==> config.mk <==
export PLATFORM = sky130hd
export DESIGN_NAME = stream_fifo
export DESIGN_NICKNAME = d
export VERILOG_FILES = /design/src/stream_fifo.sv
export SDC_FILE = /design/constraint.sdc
export NUM_CORES = 1
export LEC_CHECK = 0
export BUFFER_PORTS_ARGS = -buffer_cell sky130_fd_sc_hd__buf_2
export CAP_MARGIN = 20
export CORE_UTILIZATION = 55
export DETAILED_ROUTE_END_ITERATION = 8
export GPL_ROUTABILITY_DRIVEN = 0
export PLACE_DENSITY = 0.75
export SLEW_MARGIN = 20
export SYNTH_ARGS = -nofsm -noshare
export SYNTH_HDL_FRONTEND = slang
export SYNTH_SLANG_ARGS = --single-unit
==> constraint.sdc <==
create_clock -name aclk -period 3.4 [get_ports aclk]
set_input_delay 0.17 -clock aclk [delete_from_list [all_inputs] [get_ports aclk]]
set_output_delay 0.17 -clock aclk [all_outputs]
set_load 0.01 [all_outputs]
==> src/stream_fifo.sv <==
`timescale 1ns/100ps

/*
 * stream_fifo
 * Valid/ready FIFO over a register array for a packed word of any width.
 * Holds 2**ADDR_BITS words. A word written into an empty FIFO shows at
 * the output on the following cycle; ready is high while there is room.
 */
module stream_fifo #(
   parameter int unsigned WIDTH     = 64,
   parameter int unsigned ADDR_BITS = 4
) (
   input  logic             aclk,
   input  logic             aresetn,
   input  logic             in_valid,
   output logic             in_ready,
   input  logic [WIDTH-1:0] in_data,
   output logic             out_valid,
   input  logic             out_ready,
   output logic [WIDTH-1:0] out_data
);

   localparam int unsigned        DEPTH      = 2 ** ADDR_BITS;
   localparam logic [ADDR_BITS:0] FULL_COUNT = (ADDR_BITS + 1)'(DEPTH);

   logic [WIDTH-1:0]     mem [DEPTH];
   logic [ADDR_BITS-1:0] wr_ptr;
   logic [ADDR_BITS-1:0] rd_ptr;
   logic [ADDR_BITS:0]   count;
   logic [ADDR_BITS:0]   count_next;
   logic                 push;
   logic                 pop;

   assign in_ready = (count != FULL_COUNT);
   assign push     = in_valid && in_ready;
   assign pop      = out_valid && out_ready;

   // head of the queue is read straight from the array
   assign out_data = mem[rd_ptr];

   always_comb begin
      count_next = count;
      if (push && !pop) begin
         count_next = count + 1'b1;
      end else if (pop && !push) begin
         count_next = count - 1'b1;
      end
   end

   always_ff @(posedge aclk) begin
      if (push) begin
         mem[wr_ptr] <= in_data;
      end
   end

   // ----------------------------------------------------------
   // pointers, occupancy and output valid
   // ----------------------------------------------------------
   always_ff @(posedge aclk) begin
      if (!aresetn) begin
         wr_ptr    <= '0;
         rd_ptr    <= '0;
         count     <= '0;
         out_valid <= 1'b0;
      end else begin
         if (push) begin
            wr_ptr <= wr_ptr + 1'b1;
         end
         if (pop) begin
            rd_ptr <= rd_ptr + 1'b1;
         end
         count <= count_next;
         // valid follows the occupancy of the next cycle
         out_valid <= (count_next != '0);
      end
   end

endmodule

# Yosys cells after proc, flatten, opt, wreduce, memory -nomap -nowiden
# Memories as Yosys holds them, arrays and structs flattened. A register that Yosys moved wholly into a read port is not among the register bits.
# Index checks and enable logic that the tools add are counted.
dict set report totals {
  regBits 14
  latchBits 0
  ramBits 1024
  romBits 0
  in_bits 68
  out_inout_bits 66
  wordCells 23
  memories 1
}
# memory words word_bits read_ports rd_ports_with_merged_regs wr line
set memory_table {}
lappend memory_table {mem 16 64 1 1 1 26} ;# logic [WIDTH-1:0] mem [DEPTH];
dict set report op_classes {
  add_sub_neg 4
  mul 0
  div_mod_pow 0
  magnitude_cmp 0
  n_eq_ne 1
  n_shift 0
  mux 6
  n_bitwise 0
  n_reduce_logical 7
}
# op count
set ops {}
lappend ops {{$mux W5} 2}
lappend ops {{$add A4 B1 Y4 const B} 2}
lappend ops {{$mux W4} 2}
lappend ops {{$add A5 B1 Y5 const B} 1}
lappend ops {{$ne A5 B5 Y1 const B} 1}
lappend ops {{$reduce_bool A5 Y1} 1}
lappend ops {{$sub A5 B1 Y5 const B} 1}
lappend ops {{$logic_and A1 B1 Y1} 4}
lappend ops {{$logic_not A1 Y1} 2}
lappend ops {{$mux W1} 2}

# Longest topological paths before layout
# Gate-level depths: netlist of run 1.
dict set report logic_depth {
  depth_word 7
  depth_mapped 10
  ltp_nobuf 7
}

# Least setup slack after synthesis of run 1
# No wires, ideal clock.
dict set report synth_path {
  path_kind {flip-flop to flip-flop}
  from {register count[0]}
  to {memory mem[4][0], enable pin}
  setup_time_ps 429
  t_arrival_ps 3203
  t_required_ps 2971
  setup_slack_ps -232
  stages_incl_launch_ff 11
  n_path_buf 3
  period_less_slack_ps 3632
  path_cell_list {dfxtp_1 clkbuf_1 inv_1 ha_1 nand4bb_1 buf_2 and2_1 buf_2 nand2_1 nor2_1 and2_1}
}
dict set report synth_between {
  elab_chain_cells 4
}
# element line
set synth_lines {}
lappend synth_lines {{from (decl)} 29} ;# logic [ADDR_BITS:0] count;
lappend synth_lines {{from (signal assigned)} 72} ;# count <= count_next;
lappend synth_lines {{$ne A5 B5 Y1} 34} ;# assign in_ready = (count != FULL_COUNT);
lappend synth_lines {{named net in_ready} 16} ;# output logic in_ready,
lappend synth_lines {{$logic_and A1 B1 Y1} 35} ;# assign push = in_valid && in_ready;
lappend synth_lines {{$mux W1} 51} ;# if (push) begin
lappend synth_lines {{$mux W1 (not written as such)} 52} ;# mem[wr_ptr] <= in_data;
lappend synth_lines {{to (decl)} 26}
# The timed path passes the listed nets, and every way through them passes these cells.

==> results of run 1 <==
## cells in the final DEF (no fill, tap or decap), drive strengths merged, types with 2 or more instances in the layout
cell type,instances
and4,4
xor2,4
and2,16
a211oi,2
dfxtp,18
buf,190
mux4,320
edfxtp,1024
dlygate4sd3,67
clkbuf,114
nand2b,2
xnor2,3
clkinvlp,4
inv,10
nand3,5
nand2,13
a21oi,5
a21o,2
ha,7
diode,2
bufinv,16
nand4,3
clkinv,43
o21ai,3
nor2,12
nor3,2
## power by group through the flow
| stage | clock network (W) | logic [W] | registers, W |
|---|---|---|---|
| floorplan | 0 | 0.00284 | 0.0147 |
| global route | 0.0118 | 0.00426 | 0.0146 |
| CTS | 0.0114 | 0.00407 | 0.0145 |
| global placement | 0 | 0.00386 | 0.0148 |
| detailed placement | 0 | 0.00394 | 0.0148 |
| finish | 0.0113 | 0.00402 | 0.0145 |
## worst max-delay path by stage
stage / start / end / depth (start not counted)
floorplan: count[0] / mem[7][0] / 10
global placement: count[0] / mem[4][48] / 8
detailed placement: count[0] / mem[4][49] / 8
CTS: flop / out_data[7] / 4
global route: flop / out_data[10] / 4
finish: flop / out_data[36] / 4
## metrics by stage
step	worst slack [ns]	cells	area, sq um
after CTS	0.0661	2842	45800
after global routing	0.125	2844	45800
after global placement	0.534	2593	41800
after floorplan	0.469	1541	39500
final	0.199	2844	45800
after detailed placement	0.369	2593	41800
## routing by layer
metal	GRT usage (%)	vias to the layer above	wire [um]
met5	0	-	17
met4	8.57	2	2560
met3	5.02	154	7360
met2	40.9	949	44900
met1	32.9	9611	33000
li1	-	7305	-
## cell type report
class / instances / area, sq um
fillers: 4284 / 24700
clock inverters: 68 / 783
inverters: 5 / 18.8
diodes: 2 / 5.00
multi-input cells: 416 / 7930
clock buffers: 114 / 2530
repair buffers: 257 / 2210
flip-flops and latches: 1042 / 31100
well taps: 940 / 1180
## state kept, by name (all words and copies together) (netlist names), named ones only
name / flops
wr_ptr: 4
mem: 1024
rd_ptr: 4
count: 5
out_valid: 1
## kinds of logic (layout without fill, tap and decap cells)
| family | after synthesis | after routing |
|---|---|---|
| XOR/XNOR | 7 | 7 |
| other | 0 | 2 |
| multiplexers | 321 | 321 |
| adder cells (fa/ha/maj) | 7 | 7 |
| flip-flops | 1042 | 1042 |
| buffers and inverters | 83 | 444 |
| AO/OA/AOI/OAI | 19 | 19 |
| AND/OR/NAND/NOR | 62 | 62 |
## worst max-delay path, cell delays in order (launching register included)
cell and delay [ns]:
sky130_fd_sc_hd__dfxtp_4 0.61, sky130_fd_sc_hd__buf_12 0.37, sky130_fd_sc_hd__mux4_2 0.63, sky130_fd_sc_hd__mux4_2 0.53, sky130_fd_sc_hd__buf_2 0.17
## repair_timing
item                        CTS  global route
hold endpoints to repair   1030             0
setup endpoints to repair     0             1
hold buffers                 67             0
gates resized for setup       0             1
==> results.ini, run 1 <==
[outcome]
run_status = finished clean

[min_path]
worstHoldEndpoint = out_valid
timing.hold.worst.class = in2reg
hold_start = aresetn
cell_depth_of_the_worst_min_delay_path = 3

[synth]
syn-num-nets = 1616
yosys_most_used_dff = sky130_fd_sc_hd__edfxtp_1
post_synthesis_sequential_area_ratio_pct = 78.8
synth_warnings = 0
postSynthCellCount = 1541
synth-adder-area-share_pct = 0.222
synth_mux_area_share_pct = 18.4
synth-simple-area-share_pct = 0.853
async_flop_share_pct = 0
synth_area_leader_cell = sky130_fd_sc_hd__edfxtp_1
synth.most_common_cell = sky130_fd_sc_hd__edfxtp_1
dominant_combinational_cell_family_by_area_after_synthesis = multiplexers
synthTopCellsByCount = sky130_fd_sc_hd__edfxtp_1 (1,024), sky130_fd_sc_hd__mux4_2 (304), sky130_fd_sc_hd__clkbuf_1 (31)
post_synth.cell_area_avg_sq_um = 25.6
netlist-cell-type-count = 39
synthXorXnorAreaFrac_pct = 0.155
synth_top_area_share_pct = 77.9
synth.top_cells.by_area = sky130_fd_sc_hd__edfxtp_1 (78%), sky130_fd_sc_hd__mux4_2 (17%), sky130_fd_sc_hd__mux4_1 (1.1%), sky130_fd_sc_hd__dfxtp_1 (0.91%), sky130_fd_sc_hd__buf_6 (0.31%)
synth-seq-cells = 1042
syn-cell-area_sq_mm = 0.0395
synth-compound-area-share_pct = 0.330
synth-edff-count = 1024

[final_layout]
drive_above_1_share_pct = 35.0
area_growth_pct = 16.0
design.final.nets = 1895
utilization_pct = 64.9

[floorplanning]
horizontal_die_dimension_um = 270
dieHeight_um = 270
dieArea_sq_mm = 0.0729
initial_utilization_pct = 56.0
num_rows = 97
io_pins = 134
core-area_sq_mm = 0.0705

[detailed_routing]
detailedRoute.firstPassIterationCount = 5
vias_cell = 6.34
wirelength_um = 87800
route.detailed.wl_per_inst_um = 30.9
antenna_left = 0
vias = 18000
route.detailed.drc = 0
first_iter_violations = 2020

[pwr]
intPower_w = 0.0230
worst_ir_drop_vdd_uv = 435
power_frac_clock_pct = 37.8
share_seq_of_total_power_pct = 48.7
power.static_leakage_nw = 14.2
power.share.switching_pct = 22.9
comb_power_share_pct = 13.5
net-switching-power_w = 0.00683
total_power_w = 0.0298
p_per_area_mw_per_mm2 = 652

[global_route]
number_of_antenna_violations_at_the_first_check_in_global_routing = 4
global_route_wire_length_before_repair_um = 129000
grt_usage_pct = 24.6
overflow_left_after_global_routing = 0
grt_max_degree = 65
first_global_vias = 19200

[clock_network]
total_clock_sinks = 1042
clkTransAtPathRegs_ns = 0.06
clockRootBuffer = sky130_fd_sc_hd__clkbuf_16
cts_tree = built
cts-buffers-inserted = 98
post_cts_buffers = 0
insertion_delay_ns = 0.66
h-tree-depth = 3
cts_max_path_buffers = 3

[setup_path]
start_of_the_worst_register_to_register_path = count[0]
reg2reg_depth = 8
worstSetupStartpointType = flop
timing.critical_path.fanout_max = 44
reg2reg_setup_slack_ns = 0.29
critical_path_class = reg2out
critPathCaptureType = output pin
worstPathArrival_ns = 3.03
cp_data_required_time_ns = 3.23
critical_path.reg2reg.endpoint = mem[4][46]

[timing]
rsz_0062_raised_after_global_routing = false
period_minus_slack_ns = 3.20
finalHoldViolCount = 0
fin_setup_tns_ns = 0
timing.final.max_slew_violations = 0
tightestPinTransition_ns = 0.712
post_route_worst_hold_slack_ns = 0.343
fin_worst_skew_ns = 0.0183
achievable-frequency_ghz = 0.312
timing.final.crit_share_pct = 94.1
maxSlewHeadroom_pct = 52.6
report.final.setup_viol = 0

[flow_run]
max_cap_violations = 0

[place]
dp_hpwl_um = 45200
io_buffers = 133

No activity file was read; power rests on OpenSTA's default activity.
==> inputs of run 2 (changes only) <==
--- a/config.mk
+++ b/config.mk
@@ -7,10 +7,11 @@
 export LEC_CHECK = 0
 export BUFFER_PORTS_ARGS = -buffer_cell sky130_fd_sc_hd__buf_2
 export CAP_MARGIN = 20
+export CORE_MARGIN = 2
 export CORE_UTILIZATION = 55
 export DETAILED_ROUTE_END_ITERATION = 8
 export GPL_ROUTABILITY_DRIVEN = 0
-export PLACE_DENSITY = 0.75
+export PLACE_DENSITY = 0.74
 export SLEW_MARGIN = 20
 export SYNTH_ARGS = -nofsm -noshare
 export SYNTH_HDL_FRONTEND = slang
==> results.ini, run 2 (synthesis results as in run 1) <==
[setup_path]
critical_path_class = reg2out
worstSetupStartpointType = flop
timing.critical_path.fanout_max = 32
critical-path-max-stage-delay_ns = 0.58
start_of_the_worst_register_to_register_path = count[0]
slowest_stage = sky130_fd_sc_hd__mux4_2
reg2reg_depth = 8
cp_data_required_time_ns = 3.23
crit_path_cell_chain = buf_12, buf_12, mux4_2, mux4_2, buf_2
worstPathArrival_ns = 3.03
critPathCaptureType = output pin

[clock_network]
total_clock_sinks = 1042
cts_tree = built
cts-buffers-inserted = 97
cts_hold_buf = 67
insertion_delay_ns = 0.65
post_cts_buffers = 0
cts_resized = 0
clkTransAtPathRegs_ns = 0.06
cts_max_path_buffers = 3
h-tree-depth = 3
clockRootBuffer = sky130_fd_sc_hd__clkbuf_16

[detailed_routing]
vias_cell = 6.30
first_iter_violations = 2254
detailedRoute.firstPassIterationCount = 7
route.detailed.drc = 0
wirelength_um = 85100
route.detailed.wl_per_inst_um = 29.8
antenna_left = 0
vias = 18000

[pwr]
power.share.switching_pct = 23.1
share_seq_of_total_power_pct = 49.2
comb_power_share_pct = 13.6
p_per_area_mw_per_mm2 = 642
intPower_w = 0.0226
power_frac_clock_pct = 37.2
net-switching-power_w = 0.00681
worst_ir_drop_vdd_uv = 382
power.static_leakage_nw = 14.2

[timing]
fin_worst_skew_ns = 0.0167
tightestPinTransition_ns = 0.699
finalHoldViolCount = 0
achievable-frequency_ghz = 0.313
timing.final.max_slew_violations = 0
post_route_worst_hold_slack_ns = 0.338
period_minus_slack_ns = 3.20
report.final.setup_viol = 0
timing.final.crit_share_pct = 94.0
maxSlewHeadroom_pct = 53.4
fin_setup_tns_ns = 0
rsz_0062_raised_after_global_routing = false

[final_layout]
top_regs = mem x1024, count x5
largest_reg_flops = 1024
multi_input_area_sq_mm = 0.00793
final_cell_mix = sky130_fd_sc_hd__edfxtp_1 (1,024), sky130_fd_sc_hd__mux4_2 (304), sky130_fd_sc_hd__buf_2 (133)
non_filler_cells_final = 2854
final-seq-area_sq_mm = 0.0311
layout.cells.most_common = sky130_fd_sc_hd__edfxtp_1
design.final.nets = 1899
drive_above_1_share_pct = 34.6
area_growth_pct = 16.0
top_register = mem
nFillCells = 4435

[global_route]
global_route_wire_length_before_repair_um = 127000
use_met2_pct = 37.7
grt_usage_pct = 23.7
grt_use_met1_pct = 34.3
top_usage_layer = met2
first_global_vias = 18900
overflow_left_after_global_routing = 0
globalRouteMet3Util_pct = 4.28
grt_max_degree = 66
number_of_antenna_violations_at_the_first_check_in_global_routing = 5

[floorplanning]
core-area_sq_mm = 0.0712
dieArea_sq_mm = 0.0739
num_rows = 98
dieHeight_um = 272
horizontal_die_dimension_um = 272
initial_utilization_pct = 55.4
io_pins = 134

[place]
dp_hpwl_um = 46800
io_buffers = 133
dp.cells = 2608

[outcome]
run_status = finished clean

[min_path]
hold_start = aresetn
timing.hold.worst.class = in2reg
cell_depth_of_the_worst_min_delay_path = 3

[flow_run]
max_cap_violations = 0

run 2: cell types whose count changed in the layout (fill, tap and decap cells not counted), moves of 2 or more:
cell and delta:
sky130_fd_sc_hd__buf_4 -3, sky130_fd_sc_hd__clkinv_4 -3, sky130_fd_sc_hd__clkinv_2 -2, sky130_fd_sc_hd__inv_16 +3, sky130_fd_sc_hd__buf_12 +9, sky130_fd_sc_hd__clkbuf_1 +11
sky130_fd_sc_hd__inv_6 -4, sky130_fd_sc_hd__clkinv_1 -5, sky130_fd_sc_hd__bufinv_16 -5, sky130_fd_sc_hd__clkinvlp_4 +2
run 2: layout make-up:
cell class	count	area share [%]
Antenna cell	2	0.0109
Timing Repair Buffer	262	5.14
Clock inverter	53	1.38
Sequential cell	1042	68.0
Clock buffer	124	5.57
Multi-Input combinational cell	416	17.3
Inverter	5	0.0410
Tap cell	950	2.60
run 2: final timing paths:
check,slack (ns),end
worst max-delay path,0.20,out_data[10]
worst min-delay path,0.34,out_valid
worst max register to register,0.44,mem[4][35]
worst min register to register,0.51,flop
run 2: power by group through the flow:
| stage | clock network [W] | logic [W] | registers (W) |
|---|---|---|---|
| finish | 0.0109 | 0.00400 | 0.0145 |
| detailed placement | 0 | 0.00398 | 0.0148 |
| floorplan | 0 | 0.00284 | 0.0147 |
| global route | 0.0115 | 0.00427 | 0.0145 |
| global placement | 0 | 0.00391 | 0.0147 |
| CTS | 0.0111 | 0.00409 | 0.0145 |
run 2: through the flow:
stage	worst slack [ns]	utilization, %	area [sq um]	power (W)
after CTS	0.167	64.3	45800	0.0297
after floorplan	0.469	-	39500	0.0175
after global routing	0.0898	64.3	45800	0.0303
final	0.204	64.3	45800	0.0294
after detailed placement	0.510	58.9	41900	0.0187
after global placement	0.591	58.9	41900	0.0186
run 2: critical path, delay by kind of cell, from the launching register on:
family | cells | cell delay (ns)
DFF | 1 | 0.43
muxes | 2 | 1.15
buffers and inverters | 3 | 0.74
run 2: routing by layer:
layer  wire length (um)  up-vias  share of wire [%]
li1                   -     7316                  -
met1              34100     9665                 40
met2              42200      859                 50
met3               6580      129                7.7
met4               2160        6                2.5
met5                 37        -              0.043
