--- config.mk ---
export PLATFORM = sky130hd
export DESIGN_NAME = response_framer
export DESIGN_NICKNAME = d
export VERILOG_FILES = /design/src/kvs_pkg.sv /design/src/net_pkg.sv /design/src/response_framer.sv
export SDC_FILE = /design/constraint.sdc
export NUM_CORES = 1
export LEC_CHECK = 0
export BUFFER_PORTS_ARGS = -buffer_cell sky130_fd_sc_hd__buf_2
export CAP_MARGIN = 10
export CORE_AREA = 2 2 79 118
export CTS_CLUSTER_SIZE = 12
export DETAILED_ROUTE_END_ITERATION = 8
export DIE_AREA = 0 0 81 120
export PLACE_DENSITY = 0.81
export SLEW_MARGIN = 10
export SYNTH_ARGS = -nofsm -noshare
export SYNTH_HDL_FRONTEND = slang
export SYNTH_SLANG_ARGS = --single-unit
--- constraint.sdc ---
create_clock -name aclk -period 2.94 [get_ports aclk]
set_input_delay 0.147 -clock aclk [delete_from_list [all_inputs] [get_ports aclk]]
set_output_delay 0.147 -clock aclk [all_outputs]
set_load 0.005 [all_outputs]
--- src/kvs_pkg.sv ---
/*
 * kvs_pkg
 * Types on the key-value store side of the egress path: session ids,
 * response metadata and the response beat as it leaves the store.
 */
package kvs_pkg;

   // ----------------------------------------------------------
   // scalar types
   // ----------------------------------------------------------

   // connection session id, low 16 bits of the response metadata
   typedef logic [15:0] session_id_t;

   // response metadata word
   typedef logic [63:0] kvs_meta_t;

   // response payload word as produced by the store
   typedef logic [63:0] kvs_word_t;

   // ----------------------------------------------------------
   // response beat
   // ----------------------------------------------------------

   // last sits on top, then metadata, then data in the low 64 bits
   typedef struct packed {
      logic      last;
      kvs_meta_t meta;
      kvs_word_t data;
   } kvs_beat_t;

endpackage

--- src/net_pkg.sv ---
/*
 * net_pkg
 * Types on the network side: transmit data beats, transmit metadata
 * words and listen port numbers.
 */
package net_pkg;

   import kvs_pkg::*;

   // ----------------------------------------------------------
   // scalar types
   // ----------------------------------------------------------

   // one transmit data word
   typedef logic [63:0] net_word_t;

   // tcp port number
   typedef logic [15:0] port_t;

   // message length in bytes
   typedef logic [15:0] byte_len_t;

   // every transmit beat carries a full word
   localparam byte_len_t BEAT_BYTES = 16'd8;

   // ----------------------------------------------------------
   // stream words
   // ----------------------------------------------------------

   typedef struct packed {
      logic      last;
      net_word_t data;
   } tx_beat_t;

   // length in the upper half, session in the lower half
   typedef struct packed {
      byte_len_t   len;
      session_id_t session;
   } tx_meta_t;

endpackage

--- src/response_framer.sv ---
`timescale 1ns/100ps

/*
 * response_framer
 * Forwards response beats from the key-value store as transmit beats,
 * appends a zero-data trailer beat after each response and builds one
 * transmit metadata word (byte length and session) per message, where
 * a message is either a response or its trailer.
 */
module response_framer
   import kvs_pkg::*;
   import net_pkg::*;
(
   input  logic      aclk,
   input  logic      aresetn,

   input  logic      in_valid,
   output logic      in_ready,
   input  kvs_beat_t in_beat,

   output logic      out_valid,
   input  logic      out_ready,
   output tx_beat_t  out_beat,

   output logic      meta_valid,
   input  logic      meta_ready,
   output tx_meta_t  meta
);

   typedef enum logic {
      PASS,
      TRAILER
   } state_t;

   state_t      state;
   logic        first_beat;
   byte_len_t   byte_cnt;
   session_id_t cur_session;
   session_id_t trailer_session;

   logic        meta_stall;
   logic        out_fire;
   session_id_t beat_session;
   byte_len_t   len_now;
   session_id_t sess_now;

   // ----------------------------------------------------------
   // beat selection and handshakes
   // ----------------------------------------------------------

   // a finished word that cannot enter its FIFO blocks the next last beat,
   // so every beat is held back until it drains
   assign meta_stall = meta_valid && !meta_ready;

   always_comb begin
      case (state)
         TRAILER: begin
            out_valid     = !meta_stall;
            out_beat.last = 1'b1;
            out_beat.data = '0;
            in_ready      = 1'b0;
            beat_session  = trailer_session;
         end
         default: begin
            out_valid     = in_valid && !meta_stall;
            out_beat.last = in_beat.last;
            out_beat.data = in_beat.data;
            in_ready      = out_ready && !meta_stall;
            beat_session  = in_beat.meta[15:0];
         end
      endcase
   end

   assign out_fire = out_valid && out_ready;

   // running length and session including the beat on the output now
   assign len_now  = first_beat ? BEAT_BYTES : byte_len_t'(byte_cnt + BEAT_BYTES);
   assign sess_now = first_beat ? beat_session : cur_session;

   // ----------------------------------------------------------
   // control state
   // ----------------------------------------------------------
   always_ff @(posedge aclk) begin
      if (!aresetn) begin
         state      <= PASS;
         first_beat <= 1'b1;
         meta_valid <= 1'b0;
      end else begin
         if (out_fire) begin
            // next beat starts a new message after any last beat
            first_beat <= out_beat.last;
            case (state)
               PASS: begin
                  if (out_beat.last) begin
                     state <= TRAILER;
                  end
               end
               default: begin
                  state <= PASS;
               end
            endcase
         end

         if (out_fire && out_beat.last) begin
            meta_valid <= 1'b1;
         end else if (meta_valid && meta_ready) begin
            meta_valid <= 1'b0;
         end
      end
   end

   // ----------------------------------------------------------
   // length, session and metadata word
   // ----------------------------------------------------------
   always_ff @(posedge aclk) begin
      if (out_fire) begin
         byte_cnt <= len_now;
         if (first_beat) begin
            cur_session <= beat_session;
         end
         // trailer takes its session from the response's final metadata
         if (state == PASS && out_beat.last) begin
            trailer_session <= in_beat.meta[15:0];
         end
         if (out_beat.last) begin
            meta.len     <= len_now;
            meta.session <= sess_now;
         end
      end
   end

endmodule

=== Word-level counts from Yosys, hierarchy flattened ===
Index checks and enable logic that the tools add are counted.

* Flip-flop bits (word level): 83
* Bits in latches: 0
* RAM bits: 0
* Bits in read-only memories: 0
* Word-level logic and storage cells: 32
* Memories kept: 0

* Add/sub/neg operators: 1
* Multiply operators: 0
* Div/mod/pow operators: 0
* $lt $le $gt $ge: 0
* Eq/ne operators: 0
* Shift operators: 0
* Multiplexer cells: 10
* Bitwise logic cells: 1
* Reductions and logical operators: 12

{| class="wikitable"
|+ Operators with widths
! cell !! number
|-
| 65-bit two-way mux || 1
|-
| 16-bit two-way mux || 3
|-
| 16-bit by 4-bit adder with 16-bit output, second input constant || 1
|-
| 1-bit logical AND || 7
|-
| 1-bit two-way mux || 6
|-
| 2-bit AND reduction || 2
|-
| 1-bit zero test || 2
|-
| 2-bit nonzero test || 1
|-
| 1-bit inverter || 1
|}

=== Logic depth before layout (Yosys ltp) ===
Gate-level depths: netlist of the first run.

* Word-level depth: 8
* Mapped depth: 5

=== Worst setup path after synthesis of the first run ===
OpenSTA, ideal clock, no wires.

* Kind: reg-to-reg
* Start point: register state
* End point: register meta[0] (netlist name) (enable)
* Library setup time: 421 ps
* Arrival time: 2,091 ps
* Data required time: 2,519 ps
* Slack: 428 ps
* Stages on the path, launching flop included: 5
* Period minus slack after synthesis: 2,512 ps
* Cells stage by stage: dfxtp_1 -> clkbuf_1 -> buf_2 -> a21oi_1 -> nor2_1

* Cells in the longest elaborated chain, start to end: 3
* Elaborated cells on any way between the ends: 4
* Classes of those cells: 2 x mux; 2 x reduce/logical

{| class="wikitable"
|+ Ends and longest elaborated chain
! item !! RTL line !! RTL
|-
| from (decl) || response_framer.sv:35 || <nowiki>state_t state;</nowiki>
|-
| from (signal assigned) || response_framer.sv:85 || <nowiki>state <= PASS;</nowiki>
|-
| from (signal assigned) || response_framer.sv:95 || <nowiki>state <= TRAILER;</nowiki>
|-
| from (signal assigned) || response_framer.sv:99 || <nowiki>state <= PASS;</nowiki>
|-
| 1-bit two-way mux || response_framer.sv:56 || <nowiki>case (state)</nowiki>
|-
| 1-bit logical AND || response_framer.sv:74 || <nowiki>assign out_fire = out_valid && out_ready;</nowiki>
|-
| 2-bit AND reduction (no line) (*) || n/a ||
|-
| to (decl) || response_framer.sv:27 || <nowiki>output tx_meta_t meta</nowiki>
|}

Mark *: on every way between the ends. The rest lies on a longest branch, timed or not.
A chain may end at the register's enable or synchronous reset.

==> metrics.txt, run 1 <==
status=finished, final reports clean; Synth async-reset ratio=0; area of the multi-input gates=around 0.0011 mm2; sequential share of the synthesized area=0.6744; initial DRC count=183; clk sinks=a little over 80; Synth Instances=280; Post-CTS Hold Fix Bufs=5; pwr dens=570.7 mW/mm2; Yosys warning count=0; max-slew violations=0; routed vias=2906; hold crit path type=input pin to flop; postcts setup bufs=0; layout cells sized above 1=0.4456; first-pass GRT wire length=14.27 mm; CP Capture Type=primary output; top cell family by delay on the critical path=buffers and inverters; worst path required time=2.79 ns; CTS Root Buffer Type=clkbuf_16; Post-Syn Nets=between 400 and 500; H-Tree Level Count=3; most frequent cells in the layout=185 x buf_2, 80 x edfxtp_1, 69 x nor2b_1; drt wl/cell=17.11 um; Post-Synthesis Cell Area=0.003651 mm2; initial antenna violation count=0; drt first pass iters=4; syn avg cell area=13.04 um2; Fill cells=726; hpwl dp=7.642 mm; # DRC=0; r2r startpoint=state$_SDFFE_PN0P_; maximum fanout along the worst path=66; Worst slew margin=0.5611; worst hold stages=1; crit path DAT=~1.9 ns; PortBufs=around 190; number of core rows=42; final hold viol count=0; commonest non-fill, non-tap cell in the layout=buf_2; r2r setup slk=1.03 ns; Tcrit/Tclk final=0.6781; critical path, cell by cell=buf_4, nor2b_1, buf_2; clk buf depth=2; FMAX=0.5016 GHz; die area=0.009720 mm2; die outline width=about 81 um; startpoint types=flop; post-route core utilization=0.5853; gr ovfl total=0; CTS buffer count=9; vias in the first global route=2693; largest net degree at the start of global routing=67; worst vdd ir=0.3430 mV; initial core utilization=0.4185; Final ANT Viol Nets=0; reg2reg end=trailer_session[10]$_DFFE_PP_; Via density=a little under 5; worst r2r path cells=2; layout net count=608; RSZ-0062 raised after global routing=false; ys flop type=edfxtp_1; Post-Route Setup TNS=0 ns; Worst Path Buf+Inv=2; setup violators final=0; min-delay src=in_beat[66]; Total GRT Usage=0.2064; slowest stage delay, CP=0.56 ns; number of flops mapped to enable cells by yosys=80; Hold Crit Endpoint=trailer_session[2]$_DFFE_PP_; Tot Pwr=0.002914 W; post-layout min period=~2 ns; CTS tree=done; Worst-Skew Late Latency=0.34 ns; type of the worst setup path=flop to primary output; post-CTS sizing=0; CP max-delay cell=dfxtp_4; Max Cap Viol=0; gpl congestion=0.8724; DIE HEIGHT=120 um; Ports=approximately 230; Clock Skew=0.007581 ns; register bit total from synthesis=between 80 and 90; synth-to-layout area growth=39.86%; Leakage=2.121 nW; worst-margin pin slew=0.6577 ns; clk slew on worst S/H paths=0.06 ns; final WL=10.06 mm; number of diodes=0; Seq. cell area=0.002466 mm2; Netlist cell types=28; Core Region=0.008723 mm2
-- routing by layer --
layer	share of wire	GRT usage	wire, um
met3	0.082	0.05188	828
met2	0.50	0.3332	4998
met4	0.017	0.08475	176
met5	0	0	0
met1	0.40	0.2620	4057
-- flip-flops by register name, indices dropped and copies added, names as in the netlist --
register         flops
meta_valid           1
byte_cnt            16
state                1
cur_session         16
trailer_session     16
meta                32
first_beat           1
-- area by class of cell --
| class | instances | area share |
|---|---|---|
| Clock buffer | 9 | 0.04411 |
| Sequential cell | 83 | 0.4830 |
| Multi-Input combinational cell | 177 | 0.2205 |
| Clock inverter | 7 | 0.01887 |
| Tap cell | 110 | 0.02695 |
| Inverter | 5 | 0.003676 |
| Timing Repair Buffer | 197 | 0.2029 |
-- cells in the mapped netlist, types with 3 or more instances --
| cell | count | area share |
|---|---|---|
| a21oi_1 | 25 | 0.034 |
| clkbuf_1 | 11 | 0.011 |
| dfxtp_1 | 3 | 0.016 |
| edfxtp_1 | 80 | 0.66 |
| inv_1 | 5 | 0.0051 |
| mux2i_1 | 16 | 0.044 |
| nand2_1 | 5 | 0.0051 |
| nand3_1 | 4 | 0.0055 |
| nor2_1 | 24 | 0.025 |
| nor2b_1 | 69 | 0.12 |
| o21ai_0 | 7 | 0.0096 |
| o31ai_1 | 4 | 0.0082 |
| or4_1 | 5 | 0.010 |
-- metrics by stage --
step	instance area [um2]	hold slack, ns	instances	worst slack [ns]
after global placement	4705	0.3429	564	1.071
after detailed placement	4705	0.3445	564	1.013
after CTS	5076	0.0002449	585	0.9452
final	5106	0.01086	588	0.9463
after floorplan	3651	0.2232	280	0.4281
after global routing	5106	0.002519	588	0.8287
-- where the power goes --
part | leakage [nW] | internal, W | switching, W
Combinational | 1.19 | 0.000154 | 0.000166
Clock | 0.161 | 0.000749 | 0.000459
Sequential | 0.772 | 0.00136 | 0.0000253
Total | 2.12 | 0.00226 | 0.000651
-- worst max-delay path by stage --
stage                       start                       endpoint  slack, ns  cells after the start
6_report       state$_SDFFE_PN0P_                   out_beat[37]       0.95                      3
5_1_grt        state$_SDFFE_PN0P_                    out_beat[6]       0.83                      3
4_1_cts        state$_SDFFE_PN0P_                   out_beat[34]       0.95                      3
3_5_place_dp   state$_SDFFE_PN0P_  trailer_session[10]$_DFFE_PP_       1.01                      2
3_3_place_gp   state$_SDFFE_PN0P_   trailer_session[9]$_DFFE_PP_       1.07                      2
2_1_floorplan  state$_SDFFE_PN0P_              meta[0]$_DFFE_PP_       0.43                      4
-- cells by family after synthesis --
group	count (synthesis)	share of synthesized area
AOI/OAI and AO/OA	38	0.05655
muxes	16	0.04386
and+or+nand+nor	119	0.1933
xor gates and xnor gates	3	0.007198
buffers and inverters	20	0.02125
DFF	83	0.6744
adders and majority gates	1	0.003426
(Power assumes the default switching activity.)
==> inputs of run 2 (changes only) <==
- clock period: 2.94 -> 2 ns (I/O delays scaled with it)
==> metrics.txt, run 2 (same netlist as run 1, synthesis figures left out) <==
final WL=10.02 mm (was 10.06 mm); largest net degree at the start of global routing=49 (was 67); PortBufs=185 (unchanged); worst path required time=1.90 ns (was 2.79 ns); synth-to-layout area growth=42.67% (was 39.86%); Post-Route Setup TNS=0 ns (unchanged); initial core utilization=0.4185 (unchanged); Tcrit/Tclk final=0.9173; most frequent cells in the layout=185 x buf_2, 80 x edfxtp_1, 69 x nor2b_1 (unchanged); # DRC=0 (unchanged); status=finished, final reports clean (unchanged); die outline width=81 um (unchanged); worst vdd ir=0.4243 mV (was 0.3430 mV); number of diodes=0 (unchanged); CP Capture Type=primary output (unchanged); layout net count=619 (was 608); Worst slew margin=0.6828 (was 0.5611); r2r startpoint=byte_cnt[3]$_DFFE_PP_ (was state$_SDFFE_PN0P_); critical path, cell by cell=buf_6, buf_6, nor2b_1, buf_2 (was buf_4, nor2b_1, buf_2); vias in the first global route=2914 (was 2693); RSZ-0062 raised after global routing=false (unchanged); Reg with most FFs=meta (unchanged); initial antenna violation count=0 (unchanged); Leakage=2.156 nW (was 2.121 nW); post-layout min period=1.835 ns; wl on met1=3.973 mm (was 4.057 mm); number of flip-flops in the largest register=32 (unchanged); CTS buffer count=9 (unchanged); Via density=4.980 (was 4.942); CTS tree=done (unchanged); Hold Crit Endpoint=state$_SDFFE_PN0P_ (was trailer_session[2]$_DFFE_PP_); DIE HEIGHT=120 um (unchanged); drt wl/cell=16.73 um (was 17.11 um); crit path DAT=1.73 ns (was 1.85 ns); startpoint types=flop (unchanged); worst-margin pin slew=0.4758 ns (was 0.6577 ns); clk buf depth=2 (unchanged); die area=0.009720 mm2 (unchanged); worst setup margin=0.1655 ns (was 0.9463 ns); FMAX=around 0.55 GHz; Placed Cells=566 (was 564); slowest stage delay, CP=0.51 ns (was 0.56 ns); final hold viol count=0 (unchanged); worst r2r path cells=4 (was 2); WL met2=5.089 mm (was 4.998 mm); setup violators final=0 (unchanged); H-Tree Level Count=3 (unchanged); Finished Layout Cells=599 (was 588); gpl congestion=0.8811 (was 0.8724); clk sinks=83 (unchanged); most frequent CP cell=buf_6; drt first pass iters=4 (unchanged); min-delay src=in_valid (was in_beat[66]); routed vias=2983 (was 2906); Max Cap Viol=0 (unchanged); r2r setup slk=0.25 ns (was 1.03 ns); top layer in use=met4 (unchanged); Clock Skew=0.006167 ns (was 0.007581 ns); type of the worst setup path=flop to primary output (unchanged); worst hold stages=4 (was 1); Final ANT Viol Nets=0 (unchanged); max-slew violations=0 (unchanged); hpwl dp=7.407 mm (was 7.642 mm); design area=0.005209 mm2 (was 0.005106 mm2); initial DRC count=230 (was 183); commonest non-fill, non-tap cell in the layout=buf_2 (unchanged); Worst-Skew Late Latency=0.33 ns (was 0.34 ns); Total GRT Usage=0.2150 (was 0.2064); hold crit path type=input pin to flop (unchanged); clk slew on worst S/H paths=0.06 ns (about the same); layout cells sized above 1=0.4376 (was 0.4456); placed inst area=0.004771 mm2 (was 0.004705 mm2); maximum fanout along the worst path=48 (was 66); Core Region=0.008723 mm2 (unchanged); first-pass GRT wire length=15.37 mm (was 14.27 mm); gr ovfl total=0 (unchanged); Ports=234 (unchanged); Tot Pwr=0.003965 W (was 0.002914 W); CTS Root Buffer Type=clkbuf_16 (unchanged); reg2reg end=byte_cnt[13]$_DFFE_PP_ (was trailer_session[10]$_DFFE_PP_); met3 WL=821 um (was 828 um); CP max-delay cell=dfxtp_4 (unchanged); pre-CTS setup slack=0.2576 ns (was 1.013 ns); number of core rows=42 (unchanged); pwr dens=761.3 mW/mm2 (was 570.7 mW/mm2)
## run 2: cell types whose count changed in the layout (fill, tap and decap cells not counted)
cell | previous run | this run
bufinv_16 | 2 | 0
dfxtp_2 | 0 | 1
clkinv_1 | 0 | 2
dlygate4sd3_1 | 8 | 17
clkinv_2 | 2 | 4
buf_12 | 0 | 4
dfxtp_1 | 2 | 1
inv_6 | 3 | 0
clkinvlp_4 | 0 | 1
buf_6 | 0 | 2
buf_4 | 4 | 0
## run 2: area by class of cell
class	instances	area [um2]
Fill cell	765	3515
Sequential cell	83	2467
Timing Repair Buffer	208	1199
Multi-Input combinational cell	177	1126
Clock buffer	9	225.2
Tap cell	110	137.6
Clock inverter	7	35.03
Inverter	5	18.77
## run 2: worst max-delay path, delay by kind of cell, from the launching register on
kind	cells	cell delay (ns)
buffers and inverters	3	0.77
flip-flops	1	0.51
AND/OR/NAND/NOR	1	0.11
## run 2: how the worst max path moves through the flow
stage,slack [ns],from,end
after floorplan,0.01,state$_SDFFE_PN0P_,meta[0]$_DFFE_PP_
after global placement,0.30,state$_SDFFE_PN0P_,byte_cnt[12]$_DFFE_PP_
after detailed placement,0.26,byte_cnt[3]$_DFFE_PP_,meta[29]$_DFFE_PP_
after CTS,0.04,state$_SDFFE_PN0P_,out_beat[60]
after global routing,0.06,state$_SDFFE_PN0P_,out_beat[60]
final,0.17,state$_SDFFE_PN0P_,out_beat[60]
## run 2: metal layers
layer / track usage / vias to the layer above
met4: 0.06886 / 0
met5: 0 / -
met1: 0.2797 / 1374
met3: 0.04286 / 13
met2: 0.3569 / 179
li1: - / 1417
## run 2: stage by stage
stage,utilization,hold WS [ns]
6_report,0.5971,0.1566
5_1_grt,0.5971,0.1948
4_1_cts,0.5967,0.1443
3_5_place_dp,0.5469,0.2963
3_3_place_gp,0.5469,0.2948
2_1_floorplan,-,0.1762
## run 2: timing repair
item | 4_1_cts | 5_1_grt
setup buffers | 0 | 0
gates resized for setup | 1 | 1
setup endpoints to repair | 48 | 24
cloned | 0 | 0
hold endpoints to repair | 18 | 0
hold buffers | 17 | 0
## run 2: power by group
part / internal, W / switching (W) / total, W / leakage [nW]
registers: 0.00200 / 0.0000426 / 0.00204 / 0.772
clock network: 0.000821 / 0.000612 / 0.00143 / 0.130
logic: 0.000252 / 0.000237 / 0.000489 / 1.25
total: 0.00307 / 0.000892 / 0.00397 / 2.16
