===== src/kvs_pkg.sv =====
/*
 * kvs_pkg
 * Types on the key-value store side of the egress path: session ids,
 * response metadata and the response beat as it leaves the store.
 */
package kvs_pkg;

   // ----------------------------------------------------------
   // scalar types
   // ----------------------------------------------------------

   // connection session id, low 16 bits of the response metadata
   typedef logic [15:0] session_id_t;

   // response metadata word
   typedef logic [63:0] kvs_meta_t;

   // response payload word as produced by the store
   typedef logic [63:0] kvs_word_t;

   // ----------------------------------------------------------
   // response beat
   // ----------------------------------------------------------

   // last sits on top, then metadata, then data in the low 64 bits
   typedef struct packed {
      logic      last;
      kvs_meta_t meta;
      kvs_word_t data;
   } kvs_beat_t;

endpackage


===== src/net_pkg.sv =====
/*
 * net_pkg
 * Types on the network side: transmit data beats, transmit metadata
 * words and listen port numbers.
 */
package net_pkg;

   import kvs_pkg::*;

   // ----------------------------------------------------------
   // scalar types
   // ----------------------------------------------------------

   // one transmit data word
   typedef logic [63:0] net_word_t;

   // tcp port number
   typedef logic [15:0] port_t;

   // message length in bytes
   typedef logic [15:0] byte_len_t;

   // every transmit beat carries a full word
   localparam byte_len_t BEAT_BYTES = 16'd8;

   // ----------------------------------------------------------
   // stream words
   // ----------------------------------------------------------

   typedef struct packed {
      logic      last;
      net_word_t data;
   } tx_beat_t;

   // length in the upper half, session in the lower half
   typedef struct packed {
      byte_len_t   len;
      session_id_t session;
   } tx_meta_t;

endpackage


===== src/listen_port_opener.sv =====
`timescale 1ns/100ps

/*
 * listen_port_opener
 * After reset, announces PORT_COUNT consecutive listen ports starting at
 * FIRST_PORT. Each port is a single-cycle pulse; a new one is raised
 * only after an idle cycle in which the network side showed ready.
 */
module listen_port_opener
   import net_pkg::*;
#(
   parameter int unsigned FIRST_PORT = 2880,
   parameter int unsigned PORT_COUNT = 8
) (
   input  logic  aclk,
   input  logic  aresetn,
   output logic  port_valid,
   input  logic  port_ready,
   output port_t port
);

   localparam int unsigned PW = $bits(port_t);

   // one bit wider than a port so the end of the range always fits
   localparam logic [PW:0] START_PORT = (PW + 1)'(FIRST_PORT);
   localparam logic [PW:0] END_PORT   = (PW + 1)'(FIRST_PORT + PORT_COUNT);

   logic [PW:0] next_port;
   logic        fire;

   // no pulse last cycle, ready seen, ports left
   assign fire = !port_valid && port_ready && (next_port < END_PORT);

   always_ff @(posedge aclk) begin
      if (!aresetn) begin
         next_port  <= START_PORT;
         port_valid <= 1'b0;
      end else begin
         // pulse lasts exactly one cycle
         port_valid <= fire;
         if (fire) begin
            next_port <= next_port + 1'b1;
         end
      end
   end

   always_ff @(posedge aclk) begin
      if (fire) begin
         port <= port_t'(next_port[PW-1:0]);
      end
   end

endmodule


===== config.mk =====
export PLATFORM = sky130hd
export DESIGN_NAME = listen_port_opener
export DESIGN_NICKNAME = d
export VERILOG_FILES = /design/src/kvs_pkg.sv /design/src/net_pkg.sv /design/src/listen_port_opener.sv
export SDC_FILE = /design/constraint.sdc
export NUM_CORES = 1
export LEC_CHECK = 0
export BUFFER_PORTS_ARGS = -buffer_cell sky130_fd_sc_hd__buf_2
export CAP_MARGIN = 25
export CORE_MARGIN = 2
export CORE_UTILIZATION = 30
export DETAILED_ROUTE_END_ITERATION = 10
export PLACE_DENSITY = 0.48
export SYNTH_ARGS = -nofsm -noshare
export SYNTH_HDL_FRONTEND = slang
export SYNTH_SLANG_ARGS = --single-unit

===== constraint.sdc =====
create_clock -name aclk -period 2.43 [get_ports aclk]
set_input_delay 0.1215 -clock aclk [delete_from_list [all_inputs] [get_ports aclk]]
set_output_delay 0.1215 -clock aclk [all_outputs]
set_load 0.05 [all_outputs]

After elaboration in Yosys (flattened, before gate mapping)
Index checks and enable logic that the tools add are counted.

Register bits after elaboration: 34. Input port bits: 3. Output and inout bits: 17. Word-level logic and storage cells: 8.

$add $sub $neg: 1. $lt $le $gt $ge: 1. Reduce and logical (&&, ||, !) cells: 3.

Operators with widths (count): $add 17x1->17 const B (1); $lt 17x12->1 const B (1); $logic_and 1x1->1 (2); $logic_not 1->1 (1).

Logic depth before layout (Yosys ltp)
Gate-level depths: netlist of run 1.

Word-level depth: 3. Mapped depth: 6. Depth with buffers taken out: 4.

Least setup slack after synthesis of run 1
No wires, ideal clock.

Path type: flip-flop to flip-flop. Start: register port_valid. End: register port[0] (enable). Setup time: 0.388 ns. Arrival time: 1.791 ns. Data required time: 2.042 ns. Setup slack: 0.251 ns. Stages on the path, launching flop included: 5. Buffers on the path: 1. Period minus slack after synthesis: 2.179 ns. Path through: dfxtp_1 -> nor4b_4 -> nand3_2 -> buf_2 -> nor2_1.

Cells in the longest elaborated chain, start to end: 3.

RTL lines: start, declared (RTL line listen_port_opener.sv:17) `output logic port_valid,`; start signal, assigned (RTL line listen_port_opener.sv:40) `port_valid <= fire;`; $logic_not 1->1 (RTL line listen_port_opener.sv:32) `assign fire = !port_valid && port_ready && (next_port < END_PORT);`; $logic_and 1x1->1 (2 in series) (RTL line listen_port_opener.sv:32); net fire (RTL line listen_port_opener.sv:29) `logic fire;`; end signal, assigned (RTL line listen_port_opener.sv:49) `port <= port_t'(next_port[PW-1:0]);`; end, declared (RTL line listen_port_opener.sv:19) `output port_t port`.

The timed path passes the listed nets, and every way through them passes these cells. A chain may end at the register's enable or synchronous reset.

Final worst setup path of run 1
Start: register next_port[3]. End: register port[11] (enable).

Cells in the longest elaborated chain, start to end: 2.

RTL lines: start, declared (RTL line listen_port_opener.sv:28) `logic [PW:0] next_port;`; start signal, assigned (RTL line listen_port_opener.sv:42) `next_port <= next_port + 1'b1;`; $lt 17x12->1 (RTL line listen_port_opener.sv:32); $logic_and 1x1->1 (RTL line listen_port_opener.sv:32); net fire (RTL line listen_port_opener.sv:29).

The timed path passes the listed nets, and every way through them passes these cells.

==> metrics.md, run 1 <==
| Metric | Value |
|---|---|
| Top Ports | 20 |
| Number of remaining DRC errors | 0 |
| Worst-Margin Slew | 0.346 ns |
| Setup TNS | 0 ns |
| Hold crit path type | input port to register |
| Fin crit share | 0.749 |
| CTS tree | done |
| Slew Limit Fails | 0 |
| Yosys Warn Count | 0 |
| Post-Syn Instances | 105 |
| WL/cell | 13.5 um |
| Hold Path End | next_port[9] |
| Vias in the first global route | 877 |
| Syn_nets | 109 |
| Static Leak | 0.000535 uW |
| Clock latency on the worst-skew pair | 0.28 ns |
| Final hold violation count | 0 |
| RSZ-0062 raised after global routing | false |
| RR Endpoint | port[11] |
| Worst EP required | 2.42 ns |
| Setup bufs post-CTS | 0 |
| Status | completed |
| Critical path class | register to register |
| Maxcap violations | 0 |
| Reg-to-reg slack, setup | 0.61 ns |
| GRT overflow | 0 |
| Number of DRC markers in iteration 0 | 70 |
| Root Driver | clkbuf_8 |
| Share of cells above drive strength 1 | 0.260 |
| Port bufs | 19 |
| Netlist Area Pre-Place | 1320 um^2 |
| Hold Path Origin | aresetn |
| PD cells | 700 nW/um^2 |
| Largest net degree at the start of global routing | 23 |
| Maximum vdd ir drop | approximately 0.19 mV |
| Initial antenna violation count | 0 |
| Worst Hold Depth | 2 |
| Ys async rst share | 0 |
| Via count | 903 |
| Reg2reg start | next_port[3] |
| CTS buffer count | 5 |
| Post-CTS Resized | 0 |
| Relative slew slack | 0.767 |
| Post-Route WL | 2470 um |
| Max incr delay on CP | 0.39 ns |
| First-pass GRT wire length | 4300 um |
| FF+latch count, synth | 34 |
| Worst Reg-to-Reg Cells | 5 |
| Crit path arrival time | 1.81 ns |
| N_diodes | 0 |
| Pwr Total | 1090 uW |
| Yosys top cell area share | 0.363 |
| CP startpoint kind | register |
| Final net count | approximately 130 |
| Area leader, netlist | edfxtp_1 |
| CTS Buffer Depth | 2 |
| H-tree depth | 2 |
| CP Max Fanout | 22 |
| Synth Flop Type | dfxtp_1 |
| Tmin final | 1.82 ns |
| Top post-synthesis cells by area | edfxtp_1 36%, dfxtp_1 27%, o31ai_1 2.8% |
| Mean post-synth cell area | 12.6 um^2 |
| Core footprint | 4290 um^2 |
| Dpl hpwl | 1760 um |
| EDFF count, synth | 16 |
| Netlist cell types | 33 |
| Routed Antenna Nets | 0 |
| Clock skew | between 0.003 and 0.004 ns |
| Most instantiated library cell after synthesis | dfxtp_1 |
| Final Setup Violations | 0 |
| First drt pass iteration count | 4 |
| Row cnt | 24 |
| CP max stage cell | dfxtp_1 |
| Vias/cell | a little under 5 |
| Worst-path cell chain | nor4_2, nor4_2, buf_4, nor2_1, buf_4 |
| Die area | 4960 um^2 |
| Hold_buf cts | 0 |
| Commonest cells in the synthesized netlist | 18 x dfxtp_1, 16 x edfxtp_1, 7 x a21oi_1, 7 x nand2_1 |
| FMAX | 550 MHz |
| Die Wd | around 70 um |
| Sequential share of the synthesized area | 0.636 |
| Area growth syn-to-layout | 17.8% |
| Clock transition at the registers of the reported paths | 0.06 ns |
| Initial Util | 0.308 |
| Placer Congestion | 0.767 |
| Clk sinks | 34 |
| CP Capture Type | register |
| Total Routing Usage GR | 0.113 |
| Die height | about 70 um |
flip-flops by register name, summed over array words and instances, names as in the netlist:
register,cells
next_port,17
port,16
port_valid,1
cell usage in the layout, fill, tap and decap left out, drive strengths merged:
master	synthesis	final
nor3	2	2
and4	1	1
mux2i	1	1
clkinv	1	1
nor2	2	2
or3b	1	1
nand4b	1	1
o31ai	5	5
ha	1	1
a21oi	7	7
inv	1	1
edfxtp	16	16
nand4	3	3
and2	5	5
or4	5	5
nor4b	2	2
and3	1	1
or3	3	3
nand3	5	5
mux2	2	2
nand2b	3	3
clkbuf	1	8
nor4	5	5
nand2	7	7
dfxtp	18	18
buf	3	22
o21ai	3	3
worst max-delay path, delay by kind of cell, from the launching register on:
family | cells | cell delay, ns
AND/OR/NAND/NOR | 3 | 0.69
flip-flops | 1 | 0.39
buffers and inverters | 2 | 0.44
stage by stage:
step | hold slack, ns | cells | setup WS (ns) | utilization | cell area [um^2]
after floorplan | 0.320 | 105 | 0.251 | - | 1320
after global placement | 0.426 | 175 | 0.600 | 0.344 | 1480
after detailed placement | 0.428 | 175 | 0.590 | 0.344 | 1480
after CTS | 0.131 | 183 | 0.572 | 0.363 | 1560
after global routing | 0.150 | 183 | 0.421 | 0.363 | 1560
final | 0.140 | 183 | 0.610 | 0.363 | 1560
report_power, final:
part,switching (uW),internal (uW),leakage [uW]
sequential,5.63,613,0.000290
clock,183,203,0.0000395
combinational,66.0,18.6,0.000206
total,255,835,0.000535
routing by layer:
layer	global-route usage	wire [um]	up-vias
met5	0	0	-
met4	0.0662	78	0
met3	0.0418	121	8
met2	0.165	1160	27
met1	0.142	1110	420
li1	-	-	448
worst max-delay path by stage:
stage                        startpoint  slack [ns]  depth (start not counted)        to
after floorplan              port_valid        0.25                          4   port[0]
after global placement    next_port[12]        0.60                          4  port[11]
after detailed placement  next_port[12]        0.59                          4   port[8]
after CTS                 next_port[12]        0.57                          4  port[11]
after global routing      next_port[12]        0.42                          4  port[11]
final                      next_port[3]        0.61                          5  port[11]
logic make-up after synthesis:
group,after synthesis,synth area share
compound gates,15,0.0662
flops,34,0.636
mux,3,0.0246
simple gates,46,0.237
buf+inv,6,0.0265
fa+ha+maj,1,0.00946
area by class of cell:
cell class                 count  area, um^2
clock buffer                   8        80.1
fill                         436        2740
inverter                       2        7.51
multi-input combinational     65         447
sequential                    34         841
tap                           52        65.1
timing repair buffer          22         118
Note: power is estimated with default switching activity, not from simulation.
==> run 2: changes to the inputs <==
--- a/config.mk
+++ b/config.mk
@@ -5,6 +5,7 @@
 export SDC_FILE = /design/constraint.sdc
 export NUM_CORES = 1
 export LEC_CHECK = 0
+export ABC_AREA = 1
 export BUFFER_PORTS_ARGS = -buffer_cell sky130_fd_sc_hd__buf_2
 export CAP_MARGIN = 25
 export CORE_MARGIN = 2
==> constraint.sdc (replaced) <==
create_clock -name aclk -period 1.7 [get_ports aclk]
set_input_delay 0.085 -clock aclk [delete_from_list [all_inputs] [get_ports aclk]]
set_output_delay 0.085 -clock aclk [all_outputs]
set_load 0.05 [all_outputs]
==> run 2 against run 1 <==
Net effect: non-clock buffer count up 4; synthesized cell count up 39%; total power up 51%; global-route usage up 0.30 points; sequential cell count unchanged; sequential power up 47%.
==> metrics.md, run 2 <==
| Metric | Value |
|---|---|
| Sw frac | 0.257 (+0.0229) |
| Met2 Track Usage GR | 0.191 (+0.0268) |
| Buf/Inv on CP | 2 (unchanged) |
| H-tree depth | 2 (unchanged) |
| PD cells | 1000 nW/um^2 (+44%) |
| Share of cells above drive strength 1 | 0.208 (-0.0517) |
| Area leader, netlist | edfxtp_1 |
| Number of DRC markers in iteration 0 | 81 (+16%) |
| P_sw | 422 uW (+66%) |
| Hold Path End | next_port[6] |
| First-pass GRT wire length | 4490 um (+4.4%) |
| CTS tree | done |
| Crit path arrival time | 1.71 ns (-0.10 ns) |
| Yosys Warn Count | 0 (unchanged) |
| Dpl hpwl | 1840 um (+4.4%) |
| EDFF count, synth | 16 (unchanged) |
| Top post-synthesis cells by area | edfxtp_1 35%, dfxtp_1 27%, nand2_1 12% |
| Mean post-synth cell area | 9.31 um^2 (-26%) |
| Critical path depth | 8 (+3) |
| Largest net degree at the start of global routing | 23 (unchanged) |
| GRT overflow | 0 (unchanged) |
| Final instance area | 1640 um^2 (+5.2%) |
| Ys async rst share | 0 (unchanged) |
| Root Driver | clkbuf_8 |
| First drt pass iteration count | 4 (unchanged) |
| CP startpoint kind | register |
| Clock skew | 0.00580 ns (+0.00235 ns) |
| CTS Buffer Depth | 2 (unchanged) |
| Critical path class | register to register |
| FMAX | 653 MHz (+19%) |
| Relative slew slack | 0.817 (+0.0496) |
| Top Ports | 20 (unchanged) |
| Setup bufs post-CTS | 0 (unchanged) |
| Port bufs | 19 (unchanged) |
| Delay-heaviest family, CP | simple AND/OR/NAND/NOR gates |
| Hold crit path type | input port to register |
| Netlist cell types | 19 (-42%) |
| Reg-to-reg slack, setup | 0.17 ns (-0.44 ns) |
| Regs by FF count | next_port (17), port (16), port_valid (1) |
| N_diodes | 0 (unchanged) |
| Post-CTS Resized | 0 (unchanged) |
| Maximum vdd ir drop | 0.308 mV (+64%) |
| Hold_buf cts | 0 (unchanged) |
| Initial Util | 0.312 (+0.00409) |
| Max incr delay on CP | 0.41 ns (+0.02 ns) |
| Synth Flop Type | dfxtp_1 |
| Row cnt | 24 (unchanged) |
| Core footprint | 4350 um^2 (+1.4%) |
| Status | completed |
| Worst Setup SP | next_port[8] |
| Internal | 1220 uW (+46%) |
| Netlist Area Pre-Place | 1360 um^2 (+2.7%) |
| Gate power share | 0.106 (+0.028) |
| Max reg flops | 17 (unchanged) |
| Slew Limit Fails | 0 (unchanged) |
| Area growth syn-to-layout | 20.6% |
| Most instantiated library cell after synthesis | nand2_1 |
| Leading cell type in the layout, fill and taps excluded | nand2_1 |
| Clock latency on the worst-skew pair | 0.28 ns (about the same) |
| Clock transition at the registers of the reported paths | 0.07 ns (about the same) |
| Total Routing Usage GR | 0.116 (+0.00301) |
| Setup TNS | 0 ns (unchanged) |
| Vias/cell | 4.49 (-9.0%) |
| Register name with the most flops | next_port |
| CP Capture Type | register |
| Hold Path Origin | aresetn |
| Post-Route WL | 2630 um (+6.9%) |
| Final net count | 181 (+35%) |
| Fin crit share | 0.900 (+0.151) |
| Clk sinks | 34 (unchanged) |
| Placer Congestion | 0.773 (+0.85%) |
| CP Max Fanout | 22 (unchanged) |
| Tmin final | 1.53 ns (-0.289 ns) |
| Final Setup Violations | 0 (unchanged) |
| Met3 Usage GRT | 0.0338 (-0.00809) |
| Routed Antenna Nets | 0 (unchanged) |
| Flop pwr share | 0.552 (-0.016) |
| Placed cell area | 1560 um^2 (+5.5%) |
| Initial antenna violation count | 0 (unchanged) |
| Static Leak | 0.000709 uW (+32%) |
| Via count | 1033 (+14%) |
| Yosys top cell area share | 0.354 (-0.00970) |
| Vias in the first global route | 1020 (+16%) |
| RR Endpoint | next_port[1] |
| Die area | 5080 um^2 (+2.6%) |
| WL/cell | 11.5 um (-15%) |
| Worst EP required | 1.88 ns (-0.54 ns) |
| FILL cells | 446 (+2.3%) |
| Final hold violation count | 0 (unchanged) |
| CTS buffer count | 5 (unchanged) |
| Syn_nets | 150 (+38%) |
| RSZ-0062 raised after global routing | false |
| Die height | 71.3 um (+1.3%) |
| Post-Syn Instances | 146 (+39%) |
| Final Hold Slack | 0.120 ns (-0.0201 ns) |
| Number of remaining DRC errors | 0 (unchanged) |
| Most Used Layer, Global Route | met2 |
| Sequential share of the synthesized area | 0.619 (-0.0170) |
| Commonest cells in the synthesized netlist | 42 x nand2_1, 18 x dfxtp_1, 16 x edfxtp_1, 16 x inv_1, 16 x nor2_1 |
| Reg2reg start | next_port[8] |
| Maxcap violations | 0 (unchanged) |
| Power share of the clock group | 0.343 (-0.011) |
| CP max stage cell | dfxtp_1 |
| Worst Hold Depth | 2 (unchanged) |
| Worst-Margin Slew | 0.274 ns (-0.0728 ns) |
| Most frequent cells in the layout | 42 x nand2_1, 19 x buf_2, 18 x dfxtp_1 |
| Die Wd | 71.3 um (+1.3%) |
| FF+latch count, synth | 34 (unchanged) |
| Worst-path cell chain | nand2_1, nor3_2, nand2_2, nand2_2, clkinvlp_4, buf_4, nor2_1, nor2_1 |
| Grt met1 use | 0.132 (-0.00923) |
| Worst Reg-to-Reg Cells | 8 (+3) |
run 2: cell types whose count changed after synthesis, moves of 3 or more:
cell | previous run | this run
nand2_1 | 7 | 42
nor4_1 | 3 | 0
nand3_1 | 4 | 13
nor2_1 | 2 | 16
xor2_1 | 0 | 4
or4_1 | 5 | 0
nand2b_1 | 3 | 0
inv_1 | 1 | 16
o31ai_1 | 5 | 0
and2_1 | 5 | 0
or3_1 | 3 | 0
run 2: stage by stage:
stage / setup WS, ns / instances / power, uW / utilization
2_1_floorplan: 0.0923 / 146 / 1060 / -
3_3_place_gp: 0.226 / 222 / 1100 / 0.358
3_5_place_dp: 0.174 / 222 / 1100 / 0.358
4_1_cts: 0.156 / 230 / 1670 / 0.376
5_1_grt: 0.0343 / 230 / 1710 / 0.376
6_report: 0.170 / 230 / 1650 / 0.376
run 2: cell type report:
cell class | count | area [um^2] | area share
Tap cell | 52 | 65.1 | 0.0397
Multi-Input combinational cell | 94 | 442 | 0.269
Timing Repair Buffer | 26 | 148 | 0.0901
Clock buffer | 8 | 80.1 | 0.0489
Inverter | 16 | 63.8 | 0.0389
Sequential cell | 34 | 841 | 0.513
run 2: how the worst max path moves through the flow:
stage                   endpoint  slack [ns]
floorplan                port[0]        0.09
global placement    next_port[0]        0.23
CTS                 next_port[1]        0.16
finish              next_port[1]        0.17
global route        next_port[0]        0.03
detailed placement  next_port[8]        0.17
run 2: power groups by stage:
stage	clock, uW	sequential [uW]	combinational, uW
2_1_floorplan	0	998	57.6
3_3_place_gp	0	925	175
3_5_place_dp	0	926	176
4_1_cts	583	909	176
5_1_grt	612	912	188
6_report	564	908	174
run 2: cells by family after synthesis:
| family | after synthesis | share of synthesized area |
|---|---|---|
| xor gates and xnor gates | 6 | 0.0387 |
| adders and majority gates | 1 | 0.00921 |
| and+or+nand+nor | 79 | 0.248 |
| DFF | 34 | 0.619 |
| AOI/OAI and AO/OA | 8 | 0.0295 |
| buffers and inverters | 18 | 0.0562 |
run 2: routing by layer:
| metal | up-vias | wire length, um |
|---|---|---|
| met5 | - | 0 |
| met4 | 0 | 75 |
| met3 | 7 | 93 |
| met2 | 17 | 1220 |
| met1 | 479 | 1250 |
| li1 | 530 | - |
